===== src/icache_pkg.sv =====
// Instruction cache shared widths, line geometry, scalar types and response kinds
package icache_pkg;

  // Fetch address width from the core
  localparam int unsigned PcWidth = 64;

  // Physical address space width, upper PC bits above this fault
  localparam int unsigned PhysAddrLen = 32;

  // Memory beat width, also the data RAM entry width
  localparam int unsigned BeatWidth = 64;

  // A 64-byte line is eight beats
  localparam int unsigned LineBeatsLog = 3;
  localparam int unsigned LineOffsetBits = 6;

  typedef logic [PcWidth-1:0] pc_t;
  typedef logic [PhysAddrLen-1:0] paddr_t;
  typedef logic [BeatWidth-1:0] beat_t;
  typedef logic [31:0] instr_t;
  typedef logic [PhysAddrLen-LineOffsetBits-1:0] line_addr_t;

  typedef enum logic {
    RespInstr,
    RespFault
  } resp_e;

endpackage


===== src/icache_if.sv =====


interface icache_rd_if import icache_pkg::*; #(
  parameter int unsigned WaysWidth = 2,
  parameter int unsigned SetsWidth = 6
) ();

  localparam int unsigned NumWays = 2 ** WaysWidth;
  localparam int unsigned TagWidth = PhysAddrLen - LineOffsetBits - SetsWidth;

  logic                              read_req;
  logic [SetsWidth-1:0]              set;
  logic [LineBeatsLog-1:0]           beat;
  logic [NumWays-1:0][TagWidth-1:0]  tag;
  logic [NumWays-1:0]                valid;
  beat_t [NumWays-1:0]               data;
  logic [NumWays-1:0]                hit;
  logic [WaysWidth-1:0]              hit_way;

  modport ctrl   (output read_req, set, beat, input data, hit, hit_way);
  modport array  (input read_req, set, beat, output tag, valid, data);
  modport lookup (input tag, valid, output hit, hit_way);

endinterface



===== src/icache_lookup.sv =====
// Tag compare with hit way, empty way or pseudo-FIFO victim selection
`timescale 1ns/1ns

module icache_lookup import icache_pkg::*; #(
  parameter int unsigned WaysWidth = 2,
  parameter int unsigned SetsWidth = 6
) (
  input  logic                                          clk_i,
  input  logic                                          rst_ni,
  icache_rd_if.lookup                                   rd,
  input  logic [PhysAddrLen-LineOffsetBits-SetsWidth-1:0] pa_tag_i,
  input  logic                                          miss_i
);

  localparam int unsigned NumWays = 2 ** WaysWidth;

  logic [NumWays-1:0]   hit;
  logic [WaysWidth-1:0] way;
  logic [WaysWidth-1:0] fifo_q;

  always_comb begin
    for (int i = 0; i < NumWays; i++) begin
      hit[i] = rd.valid[i] && (rd.tag[i] == pa_tag_i);
    end
  end

  // Later loops override earlier choices, so a hit beats an empty way
  always_comb begin
    way = fifo_q;
    for (int i = NumWays - 1; i >= 0; i--) begin
      if (!rd.valid[i]) begin
        way = WaysWidth'(i);
      end
    end
    for (int i = NumWays - 1; i >= 0; i--) begin
      if (hit[i]) begin
        way = WaysWidth'(i);
      end
    end
  end

  assign rd.hit     = hit;
  assign rd.hit_way = way;

  // Global pointer, moves on every miss
  always_ff @(posedge clk_i or negedge rst_ni) begin
    if (!rst_ni) begin
      fifo_q <= '0;
    end else if (miss_i) begin
      fifo_q <= fifo_q + 1'b1;
    end
  end

endmodule


===== src/flat_wrapper.sv =====
// flat-port wrapper written by rule: the top's interface ports become plain ports
module icache_lookup_flat import icache_pkg::*;
#(
  parameter int unsigned WaysWidth = 2,
  parameter int unsigned SetsWidth = 6
)
  (clk_i, rst_ni, pa_tag_i, miss_i, rd_tag, rd_valid, rd_hit, rd_hit_way);
  icache_rd_if #(.WaysWidth(WaysWidth), .SetsWidth(SetsWidth)) rd_i ();
  input  logic clk_i;
  input  logic rst_ni;
  input  logic [PhysAddrLen-LineOffsetBits-SetsWidth-1:0] pa_tag_i;
  input  logic miss_i;
  input wire logic [$bits(rd_i.tag)-1:0] rd_tag;
  input wire logic [$bits(rd_i.valid)-1:0] rd_valid;
  output wire logic [$bits(rd_i.hit)-1:0] rd_hit;
  output wire logic [$bits(rd_i.hit_way)-1:0] rd_hit_way;
  assign rd_i.tag = rd_tag;
  assign rd_i.valid = rd_valid;
  assign rd_hit = rd_i.hit;
  assign rd_hit_way = rd_i.hit_way;
  icache_lookup #(.WaysWidth(WaysWidth), .SetsWidth(SetsWidth)) u_core (.clk_i(clk_i), .rst_ni(rst_ni), .rd(rd_i), .pa_tag_i(pa_tag_i), .miss_i(miss_i));
endmodule

===== config.mk =====
export PLATFORM = sky130hd
export DESIGN_NAME = icache_lookup_flat
export DESIGN_NICKNAME = d
export VERILOG_FILES = /design/src/icache_pkg.sv /design/src/icache_if.sv /design/src/icache_lookup.sv /design/src/flat_wrapper.sv
export SDC_FILE = /design/constraint.sdc
export NUM_CORES = 1
export LEC_CHECK = 0
export ABC_AREA = 0
export BUFFER_PORTS_ARGS = -buffer_cell sky130_fd_sc_hd__buf_2
export CAP_MARGIN = 30
export CORE_MARGIN = 8
export CORE_UTILIZATION = 36
export CTS_BUF_LIST = sky130_fd_sc_hd__clkbuf_8
export DETAILED_ROUTE_END_ITERATION = 8
export PLACE_DENSITY = 0.77
export SYNTH_ARGS = -nofsm -noshare
export SYNTH_HDL_FRONTEND = slang
export SYNTH_SLANG_ARGS = --single-unit
export TNS_END_PERCENT = 100

===== constraint.sdc =====
create_clock -name clk_i -period 2.3 [get_ports clk_i]
set_input_delay 0.115 -clock clk_i [delete_from_list [all_inputs] [get_ports clk_i]]
set_output_delay 0.115 -clock clk_i [all_outputs]
set_load 0.03 [all_outputs]

==> summary.txt <==
Setup path
  • FF-to-FF Start: u_core.fifo_q[0]
  • Worst setup path startpoint: pa_tag_i[19]
  • Worst path max stage delay: 0.33 ns
  • CP endpoint: rd_hit_way[0]
  • Crit path DAT: approximately 1.7 ns
  • Worst r2r path cells: 2
  • Slowest stage cell, crit path: a311oi_1
  • CP max FO: 4
  • CP required: 2.18 ns
  • Crit start category: input pin
  • CP most frequent cell: buf_2
  • Setup CP Type: in -> out
  • Crit path cell chain: buf_2, xnor2_1, nand4_1, nor4_1, nand3_1, a311oi_1, buf_2
  • Reg2Reg Setup Slack: around 1.6 ns
  • Worst Setup End Kind: primary output
  • RR Endpoint: u_core.fifo_q[1]

Placed design
  • Post-Place Setup Slack: 0.513 ns
  • DP HPWL: roughly 5100 um
  • Gpl congestion: roughly 0.94
  • I/O Buffers: 112
  • Inst Count DP: 317

Min path
  • HP Class: in -> reg
  • Min-Delay Startpoint: miss_i

STA
  • RSZ-0062 raised after global routing: no
  • Final Max Tran Viols: 0
  • Setup violators final: 0
  • Period utilization: 0.775
  • Max-Slew Margin vs Limit: 0.718
  • Hold_ws: between 0.1 and 0.15 ns
  • Fin Setup TNS: 0 ns
  • Final min period: 1.78 ns
  • Worst Skew: approximately 0.00036 ns
  • Slew at the pin with the worst max-slew slack: roughly 0.42 ns
  • Fmax: around 0.56 GHz
  • Final count of hold timing violations: 0
  • Post-route setup slack: roughly 0.52 ns

Clock network
  • TritonCTS Sinks: 2
  • Clk_lat worst skew: ~0.21 ns
  • H-tree lvl count: 1
  • Post-CTS Setup Inserts: 0
  • CTS buffer count: 3
  • Clock transition at the registers of the reported paths: roughly 0.03 ns
  • TritonCTS clock tree: done
  • Root Driver: clkbuf_8
  • Bufs on Longest Clock Path: 2

Global route
  • Vias in the first global route: roughly 1800
  • Initial antenna violation count: 0
  • First-pass GRT wire length: 8400 um
  • Overflow after GRT: 0
  • Largest net degree at the start of global routing: 5
  • GRT Total Usage: 0.192

Synthesis
  • Commonest cells in the netlist: xor2_1 (54), xnor2_1 (28), nor4_1 (18)
  • Most frequent cell after synthesis: xor2_1
  • Ys Warns: 0
  • Synth Flop Type: dfrtp_1
  • Post-synth top area share: 0.371
  • FF+latch count, synth: 2
  • Syn Area/Cell: ~8 um^2
  • Syn Nets: roughly 270
  • Top cells by area, synth: xor2_1 (37%), xnor2_1 (19%), nor4_1 (8.8%), nand4_1 (6.4%), dfrtp_1 (3.9%)
  • Gate count after technology mapping: 160
  • Synth Cell Area: about 1300 um^2
  • Async S/R FF share, synth: 1.00
  • Synth cell types: 27
  • Cell taking the most area after synthesis: xor2_1
  • EDFF count, synth: 0
  • Seq/Total Area, Yosys: 0.0393

Finish
  • Top reg by flops: u_core.fifo_q
  • Register Area: ~50 um^2
  • Area grow syn2layout: 52.1%
  • Post-route insts no fill: between 300 and 400
  • Final nets: ~380
  • Multi-input logic area: ~1200 um^2
  • Fill count: 366
  • Largest register FFs: 2
  • Layout cell share with drive strength beyond 1: 0.447
  • Diode count: 0
  • Top Registers: u_core.fifo_q x2

Detailed routing
  • DR iter-0 viols: 65
  • Number of vias per cell: about 5.1
  • Overall via count from detail_route: about 1600
  • Final ANT Viol Nets: 0
  • 1st-pass router iterations: 4
  • # DRC: 0
  • Final WL: ~5700 um
  • Wire per inst: between 15 and 20 um

Die
  • Die W: roughly 76 um
  • Core Rows: 21
  • Core box area: around 3400 um^2
  • Io pins: between 100 and 150
  • Die ar.: between 5000 and 6000 um^2
  • Initial Utilization: 0.379
  • Die Y: 75.5 um

Power and ir drop
  • Internal: approximately 0.00034 W
  • PD cells: just over 300 nW/um^2
  • Sw frac: 0.419
  • Flop pwr share: 0.119
  • Max rail drop VDD: 0.000166 V
  • Leakage power: approximately 0.89 nW
  • Gate power share: 0.650
  • Clk pwr share: 0.231
  • NetSw: approximately 0.00025 W

Run status
  • Status: finished clean

Flow run
  • Max-Cap Viols: 0
[logic make-up after synthesis]
family | count (synthesis) | synth area share
AO/OA/AOI/OAI | 5 | 0.0343
AND/OR/NAND/NOR | 67 | 0.350
XOR/XNOR | 82 | 0.563
flip-flops | 2 | 0.0393
buffers and inverters | 4 | 0.0128
[how the worst min path moves through the flow]
| stage | endpoint | slack [ns] | depth (start not counted) |
|---|---|---|---|
| floorplan | u_core.fifo_q[0] | -0.18 | 0 |
| global placement | u_core.fifo_q[0] | -0.10 | 1 |
| detailed placement | u_core.fifo_q[0] | -0.1 | 1 |
| CTS | u_core.fifo_q[0] | 0.10 | 2 |
| global route | u_core.fifo_q[0] | 0.12 | 2 |
| finish | u_core.fifo_q[0] | 0.11 | 2 |
[layer usage]
metal,vias up,GRT usage,part of all wire
met3,4,0.0303,0.11
li1,816,-,-
met4,0,0.0448,0.0079
met1,729,0.235,0.40
met2,95,0.339,0.49
met5,-,0,0
[per-stage QoR]
step	cell area, um^2	utilization	power (W)
final	1940	0.577	0.000588
after global routing	1940	0.577	0.000633
after CTS	1940	0.577	0.000588
after detailed placement	1890	0.561	0.000448
after global placement	1890	0.561	0.000444
after floorplan	1270	-	0.000269
[critical path: cells and delay by family]
family	cells	cell delay, ns
AOI/OAI and AO/OA	1	0.33
xor gates and xnor gates	1	0.27
buffers and inverters	2	0.40
and+or+nand+nor	3	0.55
[power groups by stage]
| stage | Combinational, W | Sequential (W) | Clock [W] |
|---|---|---|---|
| after detailed placement | 0.000377 | 0.0000704 | 0 |
| after global placement | 0.000374 | 0.0000706 | 0 |
| after global routing | 0.000417 | 0.0000719 | 0.000144 |
| after floorplan | 0.000203 | 0.0000659 | 0 |
| after CTS | 0.000381 | 0.0000700 | 0.000138 |
| final | 0.000382 | 0.0000701 | 0.000136 |
[what timing repair did]
action | in CTS | in global routing
endpoints found under the hold margin | 2 | 0
gates resized for setup | 0 | 0
hold buffers | 1 | 0
[cell usage in the layout, fill, tap and decap left out, drive strengths merged]
master	Yosys	layout
or2	1	1
nor3b	1	1
nor4	20	20
nor3	9	9
dfrtp	2	2
inv	3	3
nand4	14	14
nor2	1	1
nand4b	1	1
o21ai	1	1
and4	2	2
xnor2	28	28
xor2	54	54
nand2	10	10
dlygate4sd3	0	1
nand3b	1	1
nand3	3	3
clkbuf	0	3
nor4b	4	4
buf	1	112
o211ai	1	1
a211oi	1	1
a311oi	2	2
[final cells by class]
| class | instances | area share |
|---|---|---|
| clock buffers | 3 | 0.0213 |
| inverters | 3 | 0.00581 |
| multi-input cells | 154 | 0.623 |
| flip-flops and latches | 2 | 0.0258 |
| well taps | 46 | 0.0297 |
| repair buffers | 113 | 0.294 |
Power figures use the tool's default switching activity.
