**config.mk**
```make
export PLATFORM = sky130hd
export DESIGN_NAME = icache_refill_flat
export DESIGN_NICKNAME = d
export VERILOG_FILES = /design/src/icache_pkg.sv /design/src/icache_if.sv /design/src/icache_refill.sv /design/src/flat_wrapper.sv
export SDC_FILE = /design/constraint.sdc
export NUM_CORES = 1
export LEC_CHECK = 0
export BUFFER_PORTS_ARGS = -buffer_cell sky130_fd_sc_hd__buf_2
export CORE_MARGIN = 4
export CORE_UTILIZATION = 32
export DETAILED_ROUTE_END_ITERATION = 8
export PLACE_DENSITY = 0.87
export SLEW_MARGIN = 20
export SYNTH_ARGS = -nofsm -noshare
export SYNTH_HDL_FRONTEND = slang
export SYNTH_SLANG_ARGS = --single-unit
export TNS_END_PERCENT = 100
```
**constraint.sdc**
```tcl
create_clock -name clk_i -period 1.9 [get_ports clk_i]
set_input_delay 0.095 -clock clk_i [delete_from_list [all_inputs] [get_ports clk_i]]
set_output_delay 0.095 -clock clk_i [all_outputs]
set_load 0.02 [all_outputs]
```
**src/icache_pkg.sv**
```systemverilog
// Instruction cache shared widths, line geometry, scalar types and response kinds
package icache_pkg;

  // Fetch address width from the core
  localparam int unsigned PcWidth = 64;

  // Physical address space width, upper PC bits above this fault
  localparam int unsigned PhysAddrLen = 32;

  // Memory beat width, also the data RAM entry width
  localparam int unsigned BeatWidth = 64;

  // A 64-byte line is eight beats
  localparam int unsigned LineBeatsLog = 3;
  localparam int unsigned LineOffsetBits = 6;

  typedef logic [PcWidth-1:0] pc_t;
  typedef logic [PhysAddrLen-1:0] paddr_t;
  typedef logic [BeatWidth-1:0] beat_t;
  typedef logic [31:0] instr_t;
  typedef logic [PhysAddrLen-LineOffsetBits-1:0] line_addr_t;

  typedef enum logic {
    RespInstr,
    RespFault
  } resp_e;

endpackage

```
**src/icache_if.sv**
```systemverilog
// Cache array write, array read and line fill coordination interfaces
`timescale 1ns/1ns

interface icache_wr_if import icache_pkg::*; #(
  parameter int unsigned WaysWidth = 2,
  parameter int unsigned SetsWidth = 6
) ();

  localparam int unsigned NumWays = 2 ** WaysWidth;
  localparam int unsigned TagWidth = PhysAddrLen - LineOffsetBits - SetsWidth;

  logic                    tag_req;
  logic                    data_req;
  logic [NumWays-1:0]      way;
  logic [SetsWidth-1:0]    set;
  logic [LineBeatsLog-1:0] beat;
  logic [TagWidth-1:0]     tag;
  logic                    valid;
  beat_t                   data;

  modport writer (output tag_req, data_req, way, set, beat, tag, valid, data);
  modport array  (input  tag_req, data_req, way, set, beat, tag, valid, data);

endinterface


interface icache_fill_if import icache_pkg::*; #(
  parameter int unsigned WaysWidth = 2
) ();

  logic                 start;
  line_addr_t           line;
  logic [WaysWidth-1:0] way;
  logic                 done;
  logic                 denied;

  modport ctrl   (output start, line, way, input done, denied);
  modport refill (input start, line, way, output done, denied);

endinterface

```
**src/icache_refill.sv**
```systemverilog
// Line refill collecting grant beats into the victim way
`timescale 1ns/1ns

module icache_refill import icache_pkg::*; #(
  parameter int unsigned WaysWidth = 2,
  parameter int unsigned SetsWidth = 6
) (
  input  logic          clk_i,
  input  logic          rst_ni,
  icache_fill_if.refill fill,
  icache_wr_if.writer   wr,
  input  logic          mem_d_valid_i,
  output logic          mem_d_ready_o,
  input  beat_t         mem_d_data_i,
  input  logic          mem_d_denied_i
);

  localparam int unsigned NumWays = 2 ** WaysWidth;

  typedef enum logic {
    RfIdle,
    RfCollect
  } refill_state_e;

  refill_state_e           state_q;
  logic [LineBeatsLog-1:0] cnt_q;
  line_addr_t              line_q;
  logic [WaysWidth-1:0]    way_q;
  logic                    beat_fire;
  logic                    deny;
  logic                    last;

  assign mem_d_ready_o = state_q == RfCollect;
  assign beat_fire     = mem_d_valid_i && mem_d_ready_o;

  // Only a denied first beat aborts the line
  assign deny = beat_fire && mem_d_denied_i && (cnt_q == '0);
  assign last = beat_fire && !deny && (&cnt_q);

  assign fill.done   = last;
  assign fill.denied = deny;

  ////////////////////////////////////////////////////////////////////////////
  // Array writes
  ////////////////////////////////////////////////////////////////////////////

  assign wr.data_req = beat_fire && !deny;
  assign wr.tag_req  = last;
  assign wr.way      = NumWays'(1) << way_q;
  assign wr.set      = line_q[SetsWidth-1:0];
  assign wr.beat     = cnt_q;
  assign wr.tag      = line_q[$bits(line_addr_t)-1:SetsWidth];
  assign wr.valid    = 1'b1;
  assign wr.data     = mem_d_data_i;

  always_ff @(posedge clk_i or negedge rst_ni) begin
    if (!rst_ni) begin
      state_q <= RfIdle;
      cnt_q   <= '0;
    end else begin
      unique case (state_q)
        RfIdle: begin
          if (fill.start) begin
            state_q <= RfCollect;
            cnt_q   <= '0;
          end
        end
        RfCollect: begin
          if (beat_fire) begin
            cnt_q <= cnt_q + 1'b1;
          end
          if (deny || last) begin
            state_q <= RfIdle;
          end
        end
        default: state_q <= RfIdle;
      endcase
    end
  end

  always_ff @(posedge clk_i) begin
    if (fill.start) begin
      line_q <= fill.line;
      way_q  <= fill.way;
    end
  end

endmodule

```
**src/flat_wrapper.sv**
```systemverilog
// flat-port wrapper written by rule: the top's interface ports become plain ports
module icache_refill_flat import icache_pkg::*;
#(
  parameter int unsigned WaysWidth = 2,
  parameter int unsigned SetsWidth = 6
)
  (clk_i, rst_ni, mem_d_valid_i, mem_d_ready_o, mem_d_data_i, mem_d_denied_i, fill_start, fill_line, fill_way, fill_done, fill_denied, wr_tag_req, wr_data_req, wr_way, wr_set, wr_beat, wr_tag, wr_valid, wr_data);
  icache_fill_if #(.WaysWidth(WaysWidth)) fill_i ();
  icache_wr_if #(.WaysWidth(WaysWidth), .SetsWidth(SetsWidth)) wr_i ();
  input  logic clk_i;
  input  logic rst_ni;
  input  logic mem_d_valid_i;
  output logic mem_d_ready_o;
  input  beat_t mem_d_data_i;
  input  logic mem_d_denied_i;
  input wire logic [$bits(fill_i.start)-1:0] fill_start;
  input wire logic [$bits(fill_i.line)-1:0] fill_line;
  input wire logic [$bits(fill_i.way)-1:0] fill_way;
  output wire logic [$bits(fill_i.done)-1:0] fill_done;
  output wire logic [$bits(fill_i.denied)-1:0] fill_denied;
  output wire logic [$bits(wr_i.tag_req)-1:0] wr_tag_req;
  output wire logic [$bits(wr_i.data_req)-1:0] wr_data_req;
  output wire logic [$bits(wr_i.way)-1:0] wr_way;
  output wire logic [$bits(wr_i.set)-1:0] wr_set;
  output wire logic [$bits(wr_i.beat)-1:0] wr_beat;
  output wire logic [$bits(wr_i.tag)-1:0] wr_tag;
  output wire logic [$bits(wr_i.valid)-1:0] wr_valid;
  output wire logic [$bits(wr_i.data)-1:0] wr_data;
  assign fill_i.start = fill_start;
  assign fill_i.line = fill_line;
  assign fill_i.way = fill_way;
  assign fill_done = fill_i.done;
  assign fill_denied = fill_i.denied;
  assign wr_tag_req = wr_i.tag_req;
  assign wr_data_req = wr_i.data_req;
  assign wr_way = wr_i.way;
  assign wr_set = wr_i.set;
  assign wr_beat = wr_i.beat;
  assign wr_tag = wr_i.tag;
  assign wr_valid = wr_i.valid;
  assign wr_data = wr_i.data;
  icache_refill #(.WaysWidth(WaysWidth), .SetsWidth(SetsWidth)) u_core (.clk_i(clk_i), .rst_ni(rst_ni), .fill(fill_i), .wr(wr_i), .mem_d_valid_i(mem_d_valid_i), .mem_d_ready_o(mem_d_ready_o), .mem_d_data_i(mem_d_data_i), .mem_d_denied_i(mem_d_denied_i));
endmodule
```
==> results.py <==
metrics = {
    "status": {
        "status": "complete, no violations",
    },
    "finish": {
        "layout_common_cells": "buf_2 (70), dlygate4sd3_1 (29), edfxtp_1 (28)",
        "antenna_cells": 0,
        "final_area_mm2": 0.00197,
        "synthToLayoutAreaGrowth_pct": 21.5,
        "final_common_cell": "buf_2",
        "final_cells": 232,
        "nets": 264,
        "drive_gt1_frac": 0.503,
    },
    "timing": {
        "clock.fmax_mhz": 647,
        "drv_slew": 0,
        "period_share": 0.813,
        "hold_viol": 0,
        "grt_setup_unrepaired": "false",
        "setup_viol": 0,
        "min_period_ns": 1.54,
        "final.setup_skew_ns": 0.000147,
        "tns_ns": 0,
        "setup_ws_ns": 0.355,
    },
    "clock_tree": {
        "clockBufferDepth": 2,
        "cts_tree": "built",
        "insertion_delay_ns": 0.28,
        "post_cts_buffers": 0,
        "cts_sinks": 32,
        "clk_pin_slew_ns": 0.07,
        "htreeDepth": 2,
        "root_buffer": "clkbuf_8",
        "numCtsBuffers": 5,
    },
    "placement": {
        "place_worst_setup_slack_ns": 0.455,
        "place_congestion": 0.674,
        "port_buffers": 70,
        "place_area_mm2": 0.00157,
        "dp_cells": 195,
    },
    "grt": {
        "grt_max_degree": 23,
        "antenna_found_initial": 0,
        "grt_pass1_wl_um": 5250,
        "grt_pass1_vias": 1092,
        "grtUsageTotal": 0.114,
        "grt.overflow.total": 0,
    },
    "worst_setup_path": {
        "worstSetupEndpointType": "primary output",
        "crit_fanout": 4,
        "worstPathArrival_ns": 1.45,
        "worstPathRequired_ns": 1.80,
        "path_class": "flop to primary output",
        "crit_path_start_kind": "flop",
        "r2r_slack_ns": 0.43,
    },
    "routing": {
        "dr.pass1.iters": 4,
        "via_per_inst": 4.22,
        "remaining_drc_errors": 0,
        "wl_per_cell_um": 15.4,
        "wl_um": 3570,
        "drt_iter0_drc": 16,
        "antenna_left": 0,
        "vias": 980,
    },
    "floorplanning": {
        "start_util": 0.337,
        "die_h_um": 79.2,
        "dieArea_mm2": 0.00627,
        "num_rows": 25,
        "io_pins": 200,
        "die_w_um": 79.2,
        "coreArea_mm2": 0.00482,
    },
    "power": {
        "peakVddDrop_v": 0.000712,
        "p_int_uw": 1470,
        "leakagePower_uw": 0.000890,
        "p_comb_frac": 0.238,
        "net-switching-power_uw": 589,
        "p_per_area_mw_per_mm2": 1040,
        "clkPwrFrac": 0.316,
        "switching_share": 0.286,
        "seq_power_share": 0.446,
    },
    "synthesis": {
        "yosysTopAreaCell": "edfxtp_1",
        "synth_fp_nets": 223,
        "ys.warnings.count": 0,
        "yosys.cell_types.count": 21,
        "netlist_instances": 123,
        "syn-mean-instance-area_um2": 13.2,
        "syn_area_mm2": 0.00162,
        "yosys_register_bits": 32,
        "netlist.area_leader.share": 0.519,
        "ys_seq_area_frac": 0.580,
        "ys_top_cells_by_area": "edfxtp_1 (52%), buf_4 (31%), dfrtp_1 (6.2%), ha_1 (2.3%), mux2_4 (0.93%)",
    },
    "worst_hold_path": {
        "holdCritPathClass": "input pin to async pin",
    },
    "flow_run": {
        "cap_viol_max_count": 0,
    },
}
[routing by layer]
metal | global-route usage | vias to the layer above | share of wire
li1 | - | 426 | -
met1 | 0.0953 | 459 | 0.32
met2 | 0.203 | 64 | 0.53
met3 | 0.0590 | 31 | 0.091
met4 | 0.0842 | 0 | 0.059
met5 | 0 | - | 0
[power groups by stage]
stage	sequential, µW	combinational [µW]	clock (µW)
after floorplan	1030	364	0
after global placement	922	431	0
after detailed placement	932	441	0
after CTS	915	493	669
after global routing	925	537	713
final	917	489	651
[final timing paths]
path / startpoint / endpoint / depth (start not counted)
worst max-delay path: u_core.wr.beat[0] / wr_data_req / 5
worst min-delay path: rst_ni / u_core.wr.beat[2] / 2
worst max register to register: u_core.wr.beat[0] / u_core.wr.beat[2] / 4
worst min register to register: u_core.wr.beat[1] / u_core.wr.beat[1] / 1
max in group asynchronous: rst_ni / u_core.wr.beat[0] / 2
min in group clk_i: fill_start / u_core.line_q[15] / 1
[cells in the mapped netlist]
| cell type | count |
|---|---|
| edfxtp_1 | 28 |
| and3_1 | 1 |
| and2_1 | 1 |
| nand2_1 | 1 |
| mux2i_1 | 1 |
| mux2_4 | 1 |
| and2_2 | 1 |
| nor2b_1 | 2 |
| and3b_1 | 1 |
| nor2_1 | 4 |
| inv_1 | 2 |
| conb_1 | 1 |
| a22o_2 | 1 |
| o22ai_1 | 1 |
| a22o_1 | 1 |
| dfrtp_1 | 4 |
| o21bai_1 | 1 |
| nand3b_1 | 1 |
| ha_1 | 3 |
| buf_4 | 66 |
| mux2_2 | 1 |
[repair_timing]
action,in CTS,in global routing
endpoints found under the hold margin,32,0
hold buffers,29,0
gates resized for setup,0,0
[registers in the layout, summed over array words and instances (netlist names)]
name,cells
u_core.line_q,26
u_core.mem_d_ready_o,1
u_core.way_q,2
u_core.wr.beat,3
[cell type report]
cell class,instances,area [µm²]
clock buffers,5,68.8
clock inverters,3,42.5
fillers,477,2850
inverters,2,7.51
multi-input cells,23,178
flip-flops and latches,32,941
well taps,67,83.8
repair buffers,100,648
[critical path, stage by stage (launching register included)]
cell and delay, ns:
dfrtp_1 0.43, inv_1 0.08, ha_1 0.21, and3b_1 0.18
nor2_1 0.10, buf_2 0.17
[per-stage QoR]
step | utilization | hold WS [ns] | power (µW)
after floorplan | - | -0.201 | 1390
after global placement | 0.325 | -0.0960 | 1350
after detailed placement | 0.325 | -0.0952 | 1370
after CTS | 0.409 | 0.126 | 2080
after global routing | 0.409 | 0.137 | 2180
final | 0.409 | 0.138 | 2060
[cells by family (layout without fill, tap and decap cells)]
| logic type | after synthesis | after routing | synth area share |
|---|---|---|---|
| other | 1 | 1 | 0.00231 |
| flip-flops | 32 | 32 | 0.580 |
| AO/OA/AOI/OAI | 4 | 4 | 0.0201 |
| buffers and inverters | 68 | 110 | 0.310 |
| adder cells (fa/ha/maj) | 3 | 3 | 0.0232 |
| AND/OR/NAND/NOR | 12 | 12 | 0.0417 |
| multiplexers | 3 | 3 | 0.0224 |
(Power assumes the default switching activity.)
