### src/icache_pkg.sv
// Instruction cache shared widths, line geometry, scalar types and response kinds
package icache_pkg;

  // Fetch address width from the core
  localparam int unsigned PcWidth = 64;

  // Physical address space width, upper PC bits above this fault
  localparam int unsigned PhysAddrLen = 32;

  // Memory beat width, also the data RAM entry width
  localparam int unsigned BeatWidth = 64;

  // A 64-byte line is eight beats
  localparam int unsigned LineBeatsLog = 3;
  localparam int unsigned LineOffsetBits = 6;

  typedef logic [PcWidth-1:0] pc_t;
  typedef logic [PhysAddrLen-1:0] paddr_t;
  typedef logic [BeatWidth-1:0] beat_t;
  typedef logic [31:0] instr_t;
  typedef logic [PhysAddrLen-LineOffsetBits-1:0] line_addr_t;

  typedef enum logic {
    RespInstr,
    RespFault
  } resp_e;

endpackage

### src/icache_if.sv


interface icache_rd_if import icache_pkg::*; #(
  parameter int unsigned WaysWidth = 2,
  parameter int unsigned SetsWidth = 6
) ();

  localparam int unsigned NumWays = 2 ** WaysWidth;
  localparam int unsigned TagWidth = PhysAddrLen - LineOffsetBits - SetsWidth;

  logic                              read_req;
  logic [SetsWidth-1:0]              set;
  logic [LineBeatsLog-1:0]           beat;
  logic [NumWays-1:0][TagWidth-1:0]  tag;
  logic [NumWays-1:0]                valid;
  beat_t [NumWays-1:0]               data;
  logic [NumWays-1:0]                hit;
  logic [WaysWidth-1:0]              hit_way;

  modport ctrl   (output read_req, set, beat, input data, hit, hit_way);
  modport array  (input read_req, set, beat, output tag, valid, data);
  modport lookup (input tag, valid, output hit, hit_way);

endinterface

interface icache_fill_if import icache_pkg::*; #(
  parameter int unsigned WaysWidth = 2
) ();

  logic                 start;
  line_addr_t           line;
  logic [WaysWidth-1:0] way;
  logic                 done;
  logic                 denied;

  modport ctrl   (output start, line, way, input done, denied);
  modport refill (input start, line, way, output done, denied);

endinterface

### src/icache_ctrl.sv
// Fetch FSM with acquire issue, replay after fill or flush and fault responses
`timescale 1ns/1ns

module icache_ctrl import icache_pkg::*; #(
  parameter int unsigned WaysWidth = 2,
  parameter int unsigned SetsWidth = 6
) (
  input  logic        clk_i,
  input  logic        rst_ni,
  input  logic        req_valid_i,
  output logic        req_ready_o,
  input  pc_t         req_pc_i,
  input  logic        req_flush_i,
  output logic        resp_valid_o,
  output resp_e       resp_kind_o,
  output instr_t      resp_instr_o,
  output logic        mem_a_valid_o,
  input  logic        mem_a_ready_i,
  output line_addr_t  mem_a_line_o,
  icache_rd_if.ctrl   rd,
  icache_fill_if.ctrl fill,
  output logic        flush_req_o,
  input  logic        flush_done_i,
  output logic        miss_o
);

  typedef enum logic [2:0] {
    StFlush,
    StIdle,
    StFetch,
    StFill,
    StReplay,
    StFault
  } state_e;

  state_e               state_q;
  state_e               state_d;
  pc_t                  pc_q;
  pc_t                  rd_pc;
  paddr_t               pa;
  beat_t                hit_beat;
  logic [WaysWidth-1:0] way_q;
  logic                 acq_pending_q;
  logic                 start_q;
  logic                 req_held_q;
  logic                 accept;
  logic                 out_of_range;

  assign req_ready_o  = state_q == StIdle;
  assign accept       = req_valid_i && req_ready_o;
  assign out_of_range = |req_pc_i[PcWidth-1:PhysAddrLen];

  ////////////////////////////////////////////////////////////////////////////
  // Array read and memory request
  ////////////////////////////////////////////////////////////////////////////

  // New PC on acceptance, held PC on replay
  assign rd_pc       = (state_q == StIdle) ? req_pc_i : pc_q;
  assign rd.set      = rd_pc[LineOffsetBits +: SetsWidth];
  assign rd.beat     = rd_pc[3 +: LineBeatsLog];
  assign rd.read_req = (accept && !req_flush_i && !out_of_range) || (state_q == StReplay);

  assign pa            = pc_q[PhysAddrLen-1:0];
  assign mem_a_line_o  = pa[PhysAddrLen-1:LineOffsetBits];
  assign mem_a_valid_o = acq_pending_q;

  assign fill.start = start_q;
  assign fill.line  = mem_a_line_o;
  assign fill.way   = way_q;

  assign flush_req_o = accept && req_flush_i && !out_of_range;
  assign miss_o      = (state_q == StFetch) && !(|rd.hit);

  ////////////////////////////////////////////////////////////////////////////
  // Response
  ////////////////////////////////////////////////////////////////////////////

  // Bit 2 picks the 32-bit half of the beat
  assign hit_beat     = rd.data[rd.hit_way];
  assign resp_instr_o = pc_q[2] ? hit_beat[32 +: 32] : hit_beat[0 +: 32];
  assign resp_kind_o  = (state_q == StFault) ? RespFault : RespInstr;
  assign resp_valid_o = ((state_q == StFetch) && (|rd.hit)) || (state_q == StFault);

  always_comb begin
    state_d = state_q;
    unique case (state_q)
      StFlush: begin
        if (flush_done_i) begin
          state_d = req_held_q ? StReplay : StIdle;
        end
      end
      StIdle: begin
        if (accept && out_of_range) begin
          state_d = StFault;
        end else if (accept && req_flush_i) begin
          state_d = StFlush;
        end else if (accept) begin
          state_d = StFetch;
        end
      end
      StFetch: begin
        state_d = (|rd.hit) ? StIdle : StFill;
      end
      StFill: begin
        if (fill.done) begin
          state_d = StReplay;
        end else if (fill.denied) begin
          state_d = StFault;
        end
      end
      StReplay: state_d = StFetch;
      StFault:  state_d = StIdle;
      default:  state_d = StIdle;
    endcase
  end

  always_ff @(posedge clk_i or negedge rst_ni) begin
    if (!rst_ni) begin
      state_q       <= StFlush;
      acq_pending_q <= 1'b0;
      start_q       <= 1'b0;
      req_held_q    <= 1'b0;
    end else begin
      state_q <= state_d;
      // Refill starts the cycle after the acquire is taken
      start_q <= acq_pending_q && mem_a_ready_i;
      if (miss_o) begin
        acq_pending_q <= 1'b1;
      end else if (mem_a_ready_i) begin
        acq_pending_q <= 1'b0;
      end
      if (accept) begin
        req_held_q <= 1'b1;
      end
    end
  end

  always_ff @(posedge clk_i) begin
    if (accept) begin
      pc_q <= req_pc_i;
    end
    if (miss_o) begin
      way_q <= rd.hit_way;
    end
  end

endmodule

### src/flat_wrapper.sv
// flat-port wrapper written by rule: the top's interface ports become plain ports
module icache_ctrl_flat import icache_pkg::*;
#(
  parameter int unsigned WaysWidth = 2,
  parameter int unsigned SetsWidth = 6
)
  (clk_i, rst_ni, req_valid_i, req_ready_o, req_pc_i, req_flush_i, resp_valid_o, resp_kind_o, resp_instr_o, mem_a_valid_o, mem_a_ready_i, mem_a_line_o, flush_req_o, flush_done_i, miss_o, rd_read_req, rd_set, rd_beat, rd_data, rd_hit, rd_hit_way, fill_start, fill_line, fill_way, fill_done, fill_denied);
  icache_rd_if #(.WaysWidth(WaysWidth), .SetsWidth(SetsWidth)) rd_i ();
  icache_fill_if #(.WaysWidth(WaysWidth)) fill_i ();
  input  logic clk_i;
  input  logic rst_ni;
  input  logic req_valid_i;
  output logic req_ready_o;
  input  pc_t req_pc_i;
  input  logic req_flush_i;
  output logic resp_valid_o;
  output resp_e resp_kind_o;
  output instr_t resp_instr_o;
  output logic mem_a_valid_o;
  input  logic mem_a_ready_i;
  output line_addr_t mem_a_line_o;
  output logic flush_req_o;
  input  logic flush_done_i;
  output logic miss_o;
  output wire logic [$bits(rd_i.read_req)-1:0] rd_read_req;
  output wire logic [$bits(rd_i.set)-1:0] rd_set;
  output wire logic [$bits(rd_i.beat)-1:0] rd_beat;
  input wire logic [$bits(rd_i.data)-1:0] rd_data;
  input wire logic [$bits(rd_i.hit)-1:0] rd_hit;
  input wire logic [$bits(rd_i.hit_way)-1:0] rd_hit_way;
  output wire logic [$bits(fill_i.start)-1:0] fill_start;
  output wire logic [$bits(fill_i.line)-1:0] fill_line;
  output wire logic [$bits(fill_i.way)-1:0] fill_way;
  input wire logic [$bits(fill_i.done)-1:0] fill_done;
  input wire logic [$bits(fill_i.denied)-1:0] fill_denied;
  assign rd_read_req = rd_i.read_req;
  assign rd_set = rd_i.set;
  assign rd_beat = rd_i.beat;
  assign rd_i.data = rd_data;
  assign rd_i.hit = rd_hit;
  assign rd_i.hit_way = rd_hit_way;
  assign fill_start = fill_i.start;
  assign fill_line = fill_i.line;
  assign fill_way = fill_i.way;
  assign fill_i.done = fill_done;
  assign fill_i.denied = fill_denied;
  icache_ctrl #(.WaysWidth(WaysWidth), .SetsWidth(SetsWidth)) u_core (.clk_i(clk_i), .rst_ni(rst_ni), .req_valid_i(req_valid_i), .req_ready_o(req_ready_o), .req_pc_i(req_pc_i), .req_flush_i(req_flush_i), .resp_valid_o(resp_valid_o), .resp_kind_o(resp_kind_o), .resp_instr_o(resp_instr_o), .mem_a_valid_o(mem_a_valid_o), .mem_a_ready_i(mem_a_ready_i), .mem_a_line_o(mem_a_line_o), .rd(rd_i), .fill(fill_i), .flush_req_o(flush_req_o), .flush_done_i(flush_done_i), .miss_o(miss_o));
endmodule
### config.mk
export PLATFORM = sky130hd
export DESIGN_NAME = icache_ctrl_flat
export DESIGN_NICKNAME = d
export VERILOG_FILES = /design/src/icache_pkg.sv /design/src/icache_if.sv /design/src/icache_ctrl.sv /design/src/flat_wrapper.sv
export SDC_FILE = /design/constraint.sdc
export NUM_CORES = 1
export LEC_CHECK = 0
export ABC_CLOCK_PERIOD_IN_PS = 2500
export BUFFER_PORTS_ARGS = -buffer_cell sky130_fd_sc_hd__buf_2
export CORE_AREA = 2 2 170 172
export DETAILED_ROUTE_END_ITERATION = 10
export DIE_AREA = 0 0 172 174
export PLACE_DENSITY = 0.38
export SLEW_MARGIN = 20
export SYNTH_ARGS = -nofsm -noshare
export SYNTH_HDL_FRONTEND = slang
export SYNTH_SLANG_ARGS = --single-unit
### constraint.sdc
create_clock -name clk_i -period 2.5 [get_ports clk_i]
set_input_delay 0.125 -clock clk_i [delete_from_list [all_inputs] [get_ports clk_i]]
set_output_delay 0.125 -clock clk_i [all_outputs]
set_load 0.1 [all_outputs]
==> results.md <==
- M2 GR Usage: 21.54%
- Total gr overflow: 0
- Skew final: 11.66 ps
- FILL cells: 3,138
- Worst path required time: around 2400 ps
- Port-buffer cells: 434
- Drt first-iter violations: 103
- Cell accounting for the most synthesized area: mux4_1
- Starting Density: 14.11%
- Antenna diodes: 0
- Core ar.: 28,240 µm²
- Synth warn: 0
- Residual DRC count: 0
- Postcts setup bufs: 0
- Area after DPL: approximately 6400 µm²
- Total clock buffers created by CTS: 5
- Synth Instances: 264
- Overall Global Routing Usage: between 10% and 20%
- Unrepaired setup endpoints after global routing: false
- Max-Cap Viols: 0
- Post-synthesis instance area: approximately 4000 µm²
- Multi-input combinational cell area: ~2300 µm²
- Synth unique cells: 33
- Rel. slew slack: 51.88%
- Final Hold Fails: 0
- Worst IR drop on VDD: 476.3 µV
- Gr busiest metal: met2
- Vias: a little under 4k
- Clock sinks: 38
- Average cell area after synthesis: around 15 µm²
- Final worst slack: roughly 270 ps
- Fraction of layout cells with a size suffix above 1: 81.19%
- GR Layer Usage met1: 13.99%
- ANT nets after route: 0
- Die Y: 174 µm
- Worst Hold Slack: 19.17 ps
- Crit path max-delay cell type: dfrtp_1
- Arrival time at the worst endpoint: 2110 ps
- HPWL after DPL: 16.39 mm
- Met3 Usage GRT: 2.117%
- Pwr/cell area: 885.8 nW/µm²
- Clock root cell: clkbuf_16
- Pint: 0.002210 W
- CTS max path bufs: 2
- Leakage: 3.137 nW
- CTS Hold Bufs: 1
- CP most frequent cell: buf_4
- Post-CTS Resized: 0
- Post-Route Setup TNS: 0 ps
- CTS tree: done
- Initial antenna violation count: 0
- Logic pwr share: 71.3%
- Worst-Skew Late Latency: between 200 and 300 ps
- Switching share of total power: 61.79%
- Gp weighted congestion: between 0.7 and 0.8
- Synth top area cells: mux4_1, edfxtp_1, mux4_2
- Type of the worst min-delay path: in -> reg
- Max FO, Critical Path: 12
- CP Launch Type: flop
- Wire per inst: 17.87 µm
- Status: complete, no violations
- P_sw: 0.003574 W
- Nets: 987
- Tcrit/Tclk final: 89.39%
- CP Capture Type: primary output
- Slew Limit Fails: 0
- Area Overhead vs Synth: 63.86%
- Sequential share of power: 16.4%
- First-pass GRT wire length: between 20 and 30 mm
- Final instance area: 6530 µm²
- CTS HTree Levels: 2
- Largest net degree at the start of global routing: 33
- Vias per cell: roughly 3.8
- DR pass1 iterations: 4
- Critical path cell sequence: nor3b_2 -> buf_4 -> nand2_1 -> inv_1 -> buf_4 -> and3_2 -> buf_12
- Vias in the first global route: 4,205
- Detailed-route wire length: between 15 and 20 mm
- Die width: roughly 170 µm
- IO Pins: 437
- Final setup viols: 0
- Num rows: 62
- Pre-CTS WS: between 300 and 400 ps
- Shortest period the worst path allows: around 2200 ps
- Reg clk slew, reported paths: 60 ps
- Max stage delay on crit path: between 500 and 600 ps
- Worst Tran Pin Value: 721.7 ps
- Yosys top cell area share: a little over a quarter
- Fmax: 447.5 MHz
- Critical path type: reg -> out
- Syn_nets: 598
- Clk network pwr share: 12.3%
- Sequential area share after synthesis: 27.88%
- Most frequent cells in the layout: buf_2, mux2_2, mux4_1
- Commonest non-fill, non-tap cell in the layout: buf_2
- Die Area: 29,930 µm²
- Yosys reg bits: 38
- Reg area: ~1100 µm²
==> cell families after synthesis <==
logic type	count (synthesis)	share of synthesized area [%]
compound gates	14	2.418
buf+inv	76	13.59
flops	38	27.88
mux	106	51.77
simple gates	30	4.333
==> power groups by stage <==
stage                     Combinational (W)  Sequential [W]  Clock [W]
final                               0.00412        0.000948   0.000713
after global routing                0.00428        0.000968   0.000764
after CTS                           0.00416        0.000949   0.000751
after detailed placement            0.00416        0.000962          0
after global placement              0.00416        0.000964          0
after floorplan                     0.00357        0.000908          0
==> stage by stage <==
step | util (%) | total power [W] | std cells
2_1_floorplan | - | 0.004481 | 264
3_3_place_gp | 22.51 | 0.005125 | 1029
3_5_place_dp | 22.51 | 0.005118 | 1029
4_1_cts | 23.13 | 0.005864 | 1038
5_1_grt | 23.13 | 0.006008 | 1038
6_report | 23.13 | 0.005784 | 1038
==> flip-flops by register name, indices dropped and copies added, names as in the netlist <==
name and count:
u_core.fill.start 1, u_core.pc_q 30, u_core.mem_a_valid_o 1, u_core.req_held_q 1, u_core.state_q 3, u_core.fill.way 2
==> per-layer routing <==
metal / part of all wire, % / wire length (µm)
met5: 0 / 0
met3: 7.1 / 1311
met1: 39 / 7309
met2: 52 / 9640
met4: 1.5 / 283
==> final cells by class <==
cell class                      instances  share of cell area, %
Clock buffer                            7                  2.031
Clock inverter                          1                 0.4599
Inverter                                2                 0.1150
Multi-Input combinational cell        150                  35.89
Sequential cell                        38                  17.01
Tap cell                              384                  7.358
Timing Repair Buffer                  456                  37.13
==> synth_stat cells <==
cell type	instances
nand4_1	2
mux2i_1	1
dfrtp_1	6
or2_2	1
mux2_2	41
a211oi_1	1
o211ai_1	1
nand2_1	4
o211a_1	1
nor3b_1	3
a21oi_1	2
edfxtp_1	32
o21ai_0	4
clkbuf_1	5
buf_1	3
nor3_1	1
buf_2	7
a21boi_0	1
o41ai_1	1
and3b_1	1
nor4_1	10
a31o_2	1
inv_1	2
nor2_1	4
and3_1	1
mux4_1	40
mux4_2	24
a22o_1	1
and2_1	1
buf_4	52
buf_6	7
nand2b_1	2
a21o_1	1
==> worst max-delay path, delay by kind of cell, from the launching register on <==
| family | cells | cell delay (ps) |
|---|---|---|
| buffers and inverters | 4 | 690 |
| and+or+nand+nor | 3 | 570 |
| DFF | 1 | 550 |
==> worst paths after layout <==
kind	end	depth (start not counted)	start	slack (ps)
worst max-delay path	flush_req_o	7	u_core.state_q[0]	270
worst min-delay path	u_core.pc_q[2]	1	req_pc_i[2]	20
worst max register to register	u_core.state_q[1]	7	u_core.state_q[0]	540
worst min register to register	u_core.mem_a_valid_o	1	u_core.mem_a_valid_o	490
max in group asynchronous	u_core.fill.start	2	rst_ni	2130
min in group asynchronous	u_core.state_q[1]	2	rst_ni	220
(Power assumes the default switching activity.)
