--- config.mk ---
export PLATFORM = sky130hd
export DESIGN_NAME = icache_flush_flat
export DESIGN_NICKNAME = d
export VERILOG_FILES = /design/src/icache_pkg.sv /design/src/icache_if.sv /design/src/icache_flush.sv /design/src/flat_wrapper.sv
export SDC_FILE = /design/constraint.sdc
export NUM_CORES = 1
export LEC_CHECK = 0
export BUFFER_PORTS_ARGS = -buffer_cell sky130_fd_sc_hd__buf_2
export CAP_MARGIN = 20
export CORE_MARGIN = 8
export CORE_UTILIZATION = 36
export CTS_CLUSTER_SIZE = 20
export DETAILED_ROUTE_END_ITERATION = 6
export GPL_ROUTABILITY_DRIVEN = 0
export PLACE_DENSITY = 0.91
export SKIP_LAST_GASP = 1
export SLEW_MARGIN = 20
export SYNTH_ARGS = -nofsm -noshare
export SYNTH_HDL_FRONTEND = slang
export SYNTH_SLANG_ARGS = --single-unit
--- constraint.sdc ---
create_clock -name clk_i -period 1.4 [get_ports clk_i]
set_clock_uncertainty 0.1 [all_clocks]
set_input_delay 0.07 -clock clk_i [delete_from_list [all_inputs] [get_ports clk_i]]
set_output_delay 0.07 -clock clk_i [all_outputs]
set_load 0.02 [all_outputs]
--- src/icache_pkg.sv ---
// Instruction cache shared widths, line geometry, scalar types and response kinds
package icache_pkg;

  // Fetch address width from the core
  localparam int unsigned PcWidth = 64;

  // Physical address space width, upper PC bits above this fault
  localparam int unsigned PhysAddrLen = 32;

  // Memory beat width, also the data RAM entry width
  localparam int unsigned BeatWidth = 64;

  // A 64-byte line is eight beats
  localparam int unsigned LineBeatsLog = 3;
  localparam int unsigned LineOffsetBits = 6;

  typedef logic [PcWidth-1:0] pc_t;
  typedef logic [PhysAddrLen-1:0] paddr_t;
  typedef logic [BeatWidth-1:0] beat_t;
  typedef logic [31:0] instr_t;
  typedef logic [PhysAddrLen-LineOffsetBits-1:0] line_addr_t;

  typedef enum logic {
    RespInstr,
    RespFault
  } resp_e;

endpackage

--- src/icache_if.sv ---
// Cache array write, array read and line fill coordination interfaces
`timescale 1ns/1ns

interface icache_wr_if import icache_pkg::*; #(
  parameter int unsigned WaysWidth = 2,
  parameter int unsigned SetsWidth = 6
) ();

  localparam int unsigned NumWays = 2 ** WaysWidth;
  localparam int unsigned TagWidth = PhysAddrLen - LineOffsetBits - SetsWidth;

  logic                    tag_req;
  logic                    data_req;
  logic [NumWays-1:0]      way;
  logic [SetsWidth-1:0]    set;
  logic [LineBeatsLog-1:0] beat;
  logic [TagWidth-1:0]     tag;
  logic                    valid;
  beat_t                   data;

  modport writer (output tag_req, data_req, way, set, beat, tag, valid, data);
  modport array  (input  tag_req, data_req, way, set, beat, tag, valid, data);

endinterface


--- src/icache_flush.sv ---
// Set-by-set tag invalidation walker for reset and flush requests
`timescale 1ns/1ns

module icache_flush #(
  parameter int unsigned SetsWidth = 6
) (
  input  logic        clk_i,
  input  logic        rst_ni,
  input  logic        flush_req_i,
  output logic        flush_done_o,
  icache_wr_if.writer wr
);

  logic                 walking_q;
  logic [SetsWidth-1:0] idx_q;
  logic                 done_q;

  // All ways of one set are cleared per cycle
  assign wr.tag_req  = walking_q;
  assign wr.data_req = 1'b0;
  assign wr.way      = '1;
  assign wr.set      = idx_q;
  assign wr.beat     = '0;
  assign wr.tag      = '0;
  assign wr.valid    = 1'b0;
  assign wr.data     = '0;

  assign flush_done_o = done_q;

  // The walk begins straight out of reset
  always_ff @(posedge clk_i or negedge rst_ni) begin
    if (!rst_ni) begin
      walking_q <= 1'b1;
      idx_q     <= '0;
      done_q    <= 1'b0;
    end else begin
      done_q <= walking_q && (&idx_q);
      if (walking_q) begin
        idx_q <= idx_q + 1'b1;
        if (&idx_q) begin
          walking_q <= 1'b0;
        end
      end else if (flush_req_i) begin
        walking_q <= 1'b1;
      end
    end
  end

endmodule

--- src/flat_wrapper.sv ---
// flat-port wrapper written by rule: the top's interface ports become plain ports
module icache_flush_flat 
#(
  parameter int unsigned SetsWidth = 6
)
  (clk_i, rst_ni, flush_req_i, flush_done_o, wr_tag_req, wr_data_req, wr_way, wr_set, wr_beat, wr_tag, wr_valid, wr_data);
  icache_wr_if #(.SetsWidth(SetsWidth)) wr_i ();
  input  logic clk_i;
  input  logic rst_ni;
  input  logic flush_req_i;
  output logic flush_done_o;
  output wire logic [$bits(wr_i.tag_req)-1:0] wr_tag_req;
  output wire logic [$bits(wr_i.data_req)-1:0] wr_data_req;
  output wire logic [$bits(wr_i.way)-1:0] wr_way;
  output wire logic [$bits(wr_i.set)-1:0] wr_set;
  output wire logic [$bits(wr_i.beat)-1:0] wr_beat;
  output wire logic [$bits(wr_i.tag)-1:0] wr_tag;
  output wire logic [$bits(wr_i.valid)-1:0] wr_valid;
  output wire logic [$bits(wr_i.data)-1:0] wr_data;
  assign wr_tag_req = wr_i.tag_req;
  assign wr_data_req = wr_i.data_req;
  assign wr_way = wr_i.way;
  assign wr_set = wr_i.set;
  assign wr_beat = wr_i.beat;
  assign wr_tag = wr_i.tag;
  assign wr_valid = wr_i.valid;
  assign wr_data = wr_i.data;
  icache_flush #(.SetsWidth(SetsWidth)) u_core (.clk_i(clk_i), .rst_ni(rst_ni), .flush_req_i(flush_req_i), .flush_done_o(flush_done_o), .wr(wr_i));
endmodule
==> results of run 1 <==
[path summary, 6_finish.rpt]
check / start / depth (start not counted) / endpoint
worst min-delay path: rst_ni / 2 / u_core.wr.set[0]$_DFFE_PN0P_
max in group asynchronous: rst_ni / 2 / u_core.wr.tag_req$_DFF_PN1_
worst max-delay path: u_core.wr.set[0]$_DFFE_PN0P_ / 2 / u_core.wr.set[1]$_DFFE_PN0P_
worst min register to register: u_core.wr.set[5]$_DFFE_PN0P_ / 1 / u_core.wr.set[5]$_DFFE_PN0P_
min in group clk_i: u_core.wr.set[5]$_DFFE_PN0P_ / 1 / u_core.wr.set[5]$_DFFE_PN0P_
worst max register to register: u_core.wr.set[0]$_DFFE_PN0P_ / 2 / u_core.wr.set[1]$_DFFE_PN0P_
[routing by layer]
layer	track usage	part of all wire	vias to the layer above
met3	0.0429	0.14	2
met5	0	0	-
li1	-	-	203
met4	0.0342	0.013	0
met1	0.0463	0.30	207
met2	0.120	0.54	53
[sequential cells by signal, summed over array words and instances, names as in the netlist]
signal,cells
u_core.flush_done_o,1
u_core.wr.tag_req,1
u_core.wr.set,6
[cells by family after synthesis]
kind of cell	count (synthesis)	synth area share
other cells	2	0.00735
fa+ha+maj	1	0.0122
simple gates	9	0.0465
mux	1	0.0110
flops	8	0.197
xor+xnor	5	0.0428
buf+inv	93	0.683
[stage by stage]
| stage | cell area, sq um | hold WS (ps) |
|---|---|---|
| after floorplan | 1360 | -326 |
| after global placement | 754 | -188 |
| after detailed placement | 754 | -179 |
| after CTS | 801 | 87.4 |
| after global routing | 801 | 140 |
| final | 801 | 110 |
[timing repair]
item / in CTS / in global routing
endpoints found under the setup margin: 0 / 0
hold buffers: 2 / 0
endpoints found under the hold margin: 9 / 0
buffers inserted: 0 / 0
[cell usage in the layout (no fill, tap or decap)]
cell type	synthesis	layout
conb_1	2	93
buf_2	0	10
clkbuf_4	0	3
dlygate4sd3_1	0	2
nor2_1	3	3
clkbuf_1	0	1
xor2_1	2	2
ha_1	1	1
xnor2_1	3	3
dfrtp_1	7	7
nor2_2	1	1
nand4_2	1	1
mux2_2	1	1
nand2_1	3	3
dfstp_2	1	1
nand4_1	1	1
[power by group]
| part | total, uW | switching (uW) | internal (uW) |
|---|---|---|---|
| sequential | 456 | 120 | 336 |
| combinational | 661 | 475 | 186 |
| clock | 191 | 81.8 | 109 |
[final cells by class]
cell class / count / area (sq um) / area share
multi-input combinational: 109 / 464 / 0.580
sequential: 8 / 201 / 0.252
timing repair buffer: 12 / 70.1 / 0.0875
tap: 31 / 38.8 / 0.0484
clock buffer: 4 / 26.3 / 0.0328
==> impl_metrics.ini, run 1 <==
[status]
outcome = completed

[worst_setup_path]
end_kind = flop
slowest_stage = dfrtp_1
cp_max_fo = 4
critPathKind = flop to flop
crit_buf_inv = 0
path_delay_family = flip-flops
startpoint_type = flop
cpPeakStageDelay_ps = 430
required_ps = 1430
r2r_slack_ps = 190
worstPathArrival_ps = 1250
path_cells = ha_1 -> mux2_2

[clock_network]
cts_tree = built
cts_max_level = 1
clockRootBuffer = clkbuf_4
clk_latency_ps = 250
cts.repair.resized = 0
clockBufferDepth = 2
clkTransAtPathRegs_ps = 60
clock_sinks = 8
numCtsBuffers = 3

[power]
p_per_area_nw_per_um2 = 1630
leakage_uw = 0.000500
vdd_drop_max_uv = 774
power.total_uw = 1310

[cells_and_area]
fill_cells = 303
drive_gt1_frac = 0.128
stdcell_count = 164
diodes = 0
final_util = 0.293
nets = 138
area_growth_pct = -21.7

[place]
dpl_worst_slack_ps = 191
dpl.hpwl_um = 1540
dpl.cell_count = 158
io_buffers = 10

[die]
dieArea_sq_um = 4800
num_io_pins = 104
die_height_um = 69.3
row_count = 19
start_util = 0.374
fp.dieW_um = 69.3
core_area_sq_um = 2730

[yosys]
synth-seq-area-share = 0.197
yosys_register_bits = 8
synth_common_cells = buf_4, dfrtp_1, nand2_1, nor2_1, xnor2_1
synthArstFlopShare = 1.00
synth_edf_count = 0
synth.most_common_cell = buf_4
synth_cell_types = 13
synth.cell_area_sq_um = 1020
ys.flop_type = dfrtp_1
syn_inst = 119
yosysTopAreaCell = buf_4
synth_area_leaders = buf_4, dfrtp_1, dfstp_2
synth.top_cell.area_share = 0.683
ys_warn_count = 0
syn_area_per_cell_sq_um = 8.59

[grt]
grt_usage = 0.0639
grt_overflow = 0
grt_pass1_vias = 568
grt_pass1_wl_um = 2620
grt_max_degree = 9
grt_antenna_before_repair = 0

[drt]
drc_errors = 0
num_vias = 465
drt_iter0_drc = 3
firstDrtPassIters = 2
wl_um = 1670
ant_nets = 0
avgViaCountPerCell = 2.84
drt-wirelength-per-cell_um = 10.2

[timing]
max_freq_mhz = 823
setup_tns_ps = 0
setup_ws_ps = 185
rsz0062_at_grt = no
setup_violations = 0
slew_viol_final = 0
hold_violations = 0
min_period_over_period = 0.868
final.min_clock_period_ps = 1210

[hold_path]
hp-class = primary input to async pin

[run]
cap_violations = 0
No activity file was read; power rests on OpenSTA's default activity.
==> inputs of run 2 (changes only) <==
- GPL_TIMING_DRIVEN: unset -> 0
==> run 2 against run 1 <==
Net effect:
- register-to-register slack hardly changed
- core utilization is 26 points higher
- final area is 87% higher
- critical path type unchanged
- critical endpoint unchanged
- largest cell class is now non-clock buffers
- highest routed layer unchanged
==> impl_metrics.ini, run 2 (synthesis gave the netlist of run 1 again) <==
[power]
p_per_area_nw_per_um2 = 1020
leakage_uw = 0.00100
vdd_drop_max_uv = 788

[timing]
min_period_over_period = 0.875
rsz0062_at_grt = no
final.min_clock_period_ps = 1230
setup_tns_ps = 0
slew_viol_final = 0
max_freq_mhz = 816
hold_violations = 0
setup_violations = 0

[worst_setup_path]
end_kind = flop
critPathKind = flop to flop
path_cells = ha_1 -> mux2_2
startpoint_type = flop
required_ps = 1440
r2r_slack_ps = 170
cpPeakStageDelay_ps = 430
cp_max_fo = 4
worstPathArrival_ps = 1260
slowest_stage = dfrtp_1

[grt]
grt_pass1_vias = 723
grt_max_degree = 9
grt_overflow = 0
grt_pass1_wl_um = 3500
grt_usage = 0.0889
grt_antenna_before_repair = 0

[drt]
wl_um = 2240
drt_iter0_drc = 6
drt-wirelength-per-cell_um = 8.70
firstDrtPassIters = 4
drc_errors = 0
num_vias = 710
avgViaCountPerCell = 2.76
ant_nets = 0

[clock_network]
clk_latency_ps = 250
clkTransAtPathRegs_ps = 60
cts-hold-fix-buffers = 2
cts_max_level = 1
clockRootBuffer = clkbuf_4
cts.repair.resized = 0
clockBufferDepth = 2
cts_tree = built
numCtsBuffers = 3
post_cts.repair.setup_buffers = 0
clock_sinks = 8

[die]
num_io_pins = 104
die_height_um = 69.3
row_count = 19
start_util = 0.374
fp.dieW_um = 69.3
core_area_sq_um = 2730
dieArea_sq_um = 4800

[cells_and_area]
register_area_sq_um = 201
drive_gt1_frac = 0.487
largest_register_ffs = 6
fill_cells = 247
diodes = 0
final_cell_mix = buf_4, conb_1, buf_2
multi_input_area_sq_um = 464
final_util = 0.548
stdcell_count = 257
area_growth_pct = 46.6
nets = 231

[status]
outcome = completed

[run]
cap_violations = 0

[place]
io_buffers = 10
dpl.cell_count = 251
dpl.hpwl_um = 2090

[hold_path]
hp-class = primary input to async pin
run 2: changes by cell type in the layout (fill, tap and decap cells not counted), sizes merged:
cell and delta:
buf +93
run 2: critical path: cells and delay by family, from the launching register on:
family,cells,cell delay [ps]
fa+ha+maj,1,320
mux,1,260
flops,1,430
run 2: final timing paths:
path                       cells after the start                            to                          from
max in group asynchronous                      2   u_core.wr.tag_req$_DFF_PN1_                        rst_ni
setup reg to reg                               2  u_core.wr.set[1]$_DFFE_PN0P_  u_core.wr.set[0]$_DFFE_PN0P_
hold / removal                                 2  u_core.wr.set[3]$_DFFE_PN0P_                        rst_ni
setup / recovery                               2  u_core.wr.set[1]$_DFFE_PN0P_  u_core.wr.set[0]$_DFFE_PN0P_
min in group clk_i                             1  u_core.wr.set[5]$_DFFE_PN0P_  u_core.wr.set[5]$_DFFE_PN0P_
hold reg to reg                                1  u_core.wr.set[5]$_DFFE_PN0P_  u_core.wr.set[5]$_DFFE_PN0P_
run 2: final cells by class:
cell class	instances	area share
Sequential cell	8	0.134
Buffer	93	0.466
Timing Repair Buffer	12	0.0467
Tap cell	31	0.0259
Multi-Input combinational cell	109	0.310
Clock buffer	4	0.0175
run 2: per-layer routing:
layer / track usage / up-vias / routed length, um
met2: 0.170 / 53 / 1230
met1: 0.0622 / 267 / 620
met4: 0.0410 / 0 / 27
met3: 0.0629 / 2 / 356
met5: 0 / - / 0
li1: - / 388 / -
run 2: where the power goes:
group	leakage (uW)	switching, uW	internal (uW)
clock	0.0000150	76.6	109
combinational	0.000893	521	363
sequential	0.0000950	120	336
total	0.00100	718	808
run 2: per-stage QoR:
| step | instance area, sq um | setup WS [ps] | hold slack [ps] | total power (uW) |
|---|---|---|---|---|
| after floorplan | 1360 | 145 | -326 | 1150 |
| after global placement | 1450 | 223 | -186 | 1290 |
| after detailed placement | 1450 | 176 | -175 | 1330 |
| after CTS | 1500 | 163 | 92.2 | 1520 |
| after global routing | 1500 | 128 | 84.5 | 1630 |
| final | 1500 | 174 | 85.4 | 1530 |
==> inputs of run 3 (changes only) <==
- REMOVE_ABC_BUFFERS: unset -> 1
==> run 3 against run 2 <==
Net effect:
- non-clock buffer count down 93
- critical path depth up 1
- clock power hardly changed
- combinational power down 24%
- global-route usage shrank 2.4 points
- critical path type unchanged
- critical endpoint is now u_core.wr.set[5]$_DFFE_PN0P_
- largest cell class is now multi-input gates
==> impl_metrics.ini, run 3 (synthesis gave the netlist of run 1 again) <==
[status]
outcome = completed

[worst_setup_path]
path_delay_family = flip-flops
crit_buf_inv = 0
critPathKind = flop to flop
required_ps = 1470
end_kind = flop
cp_max_fo = 7
slowest_stage = dfstp_2
startpoint_type = flop
worstPathArrival_ps = 1300
path_cells = nand4_2 -> nor2_2 -> xor2_1
cpPeakStageDelay_ps = 610

[timing]
hold_violations = 0
final.min_clock_period_ps = 1240
slew_viol_final = 0
max_freq_mhz = 809
rsz0062_at_grt = no
fin_hold_ws_ps = 93.8
setup_violations = 0
setup_tns_ps = 0
setup_ws_ps = 164
min_period_over_period = 0.883

[run]
cap_violations = 0

[clock_network]
clk_latency_ps = 250
post_cts.repair.setup_buffers = 0
cts_tree = built
clockRootBuffer = clkbuf_4
numCtsBuffers = 3
clockBufferDepth = 2
cts.repair.resized = 0
cts-hold-fix-buffers = 2
cts_max_level = 1
clkTransAtPathRegs_ps = 60
clock_sinks = 8

[drt]
wl_um = 1700
drt-wirelength-per-cell_um = 10.3
firstDrtPassIters = 2
num_vias = 476
ant_nets = 0
drt_iter0_drc = 9
avgViaCountPerCell = 2.90
drc_errors = 0

[grt]
grt_pass1_wl_um = 2620
grt_overflow = 0
grt_usage = 0.0653
grt_max_degree = 9
grt_pass1_vias = 576
grt_antenna_before_repair = 0

[cells_and_area]
drive_gt1_frac = 0.128
largest_register_ffs = 6
area_growth_pct = -21.7
final_util = 0.293
final_common_cell = conb_1
final_cell_mix = conb_1, buf_2, dfrtp_1
nets = 138
diodes = 0

[die]
start_util = 0.374
dieArea_sq_um = 4800
num_io_pins = 104
row_count = 19
die_height_um = 69.3
fp.dieW_um = 69.3
core_area_sq_um = 2730

[place]
io_buffers = 10
dpl_worst_slack_ps = 170
dpl.hpwl_um = 1540

[power]
leakage_uw = 0.000500
vdd_drop_max_uv = 1130
p_per_area_nw_per_um2 = 1640
power.total_uw = 1320

[hold_path]
hp-class = primary input to async pin
## run 3: layer usage
layer	share of wire	vias up	GRT usage	wire, um
li1	-	203	-	-
met1	0.30	217	0.0487	513
met2	0.53	52	0.114	903
met3	0.15	4	0.0458	254
met4	0.014	0	0.0478	23
met5	0	-	0	0
## run 3: power by group
part | switching (uW) | total (uW) | internal (uW)
Clock | 78.2 | 187 | 109
Combinational | 483 | 670 | 187
Sequential | 123 | 459 | 336
## run 3: per-stage QoR
step | cells | instance area, sq um
after floorplan | 117 | 666
after global placement | 158 | 754
after detailed placement | 158 | 754
after CTS | 164 | 801
after global routing | 164 | 801
final | 164 | 801
## run 3: final timing paths
path	from	cells past startpoint	end	slack, ps
max in group asynchronous	rst_ni	2	u_core.wr.tag_req$_DFF_PN1_	870
min in group clk_i	u_core.wr.set[5]$_DFFE_PN0P_	1	u_core.wr.set[5]$_DFFE_PN0P_	410
hold reg to reg	u_core.wr.set[5]$_DFFE_PN0P_	1	u_core.wr.set[5]$_DFFE_PN0P_	410
setup reg to reg	u_core.wr.tag_req$_DFF_PN1_	3	u_core.wr.set[5]$_DFFE_PN0P_	160
setup / recovery	u_core.wr.tag_req$_DFF_PN1_	3	u_core.wr.set[5]$_DFFE_PN0P_	160
hold / removal	rst_ni	2	u_core.wr.set[0]$_DFFE_PN0P_	90
## run 3: cell type report
cell class / instances / area [sq um]
fill: 295 / 1930
multi-input combinational: 109 / 464
sequential: 8 / 201
timing repair buffer: 12 / 70.1
tap: 31 / 38.8
clock buffer: 4 / 26.3
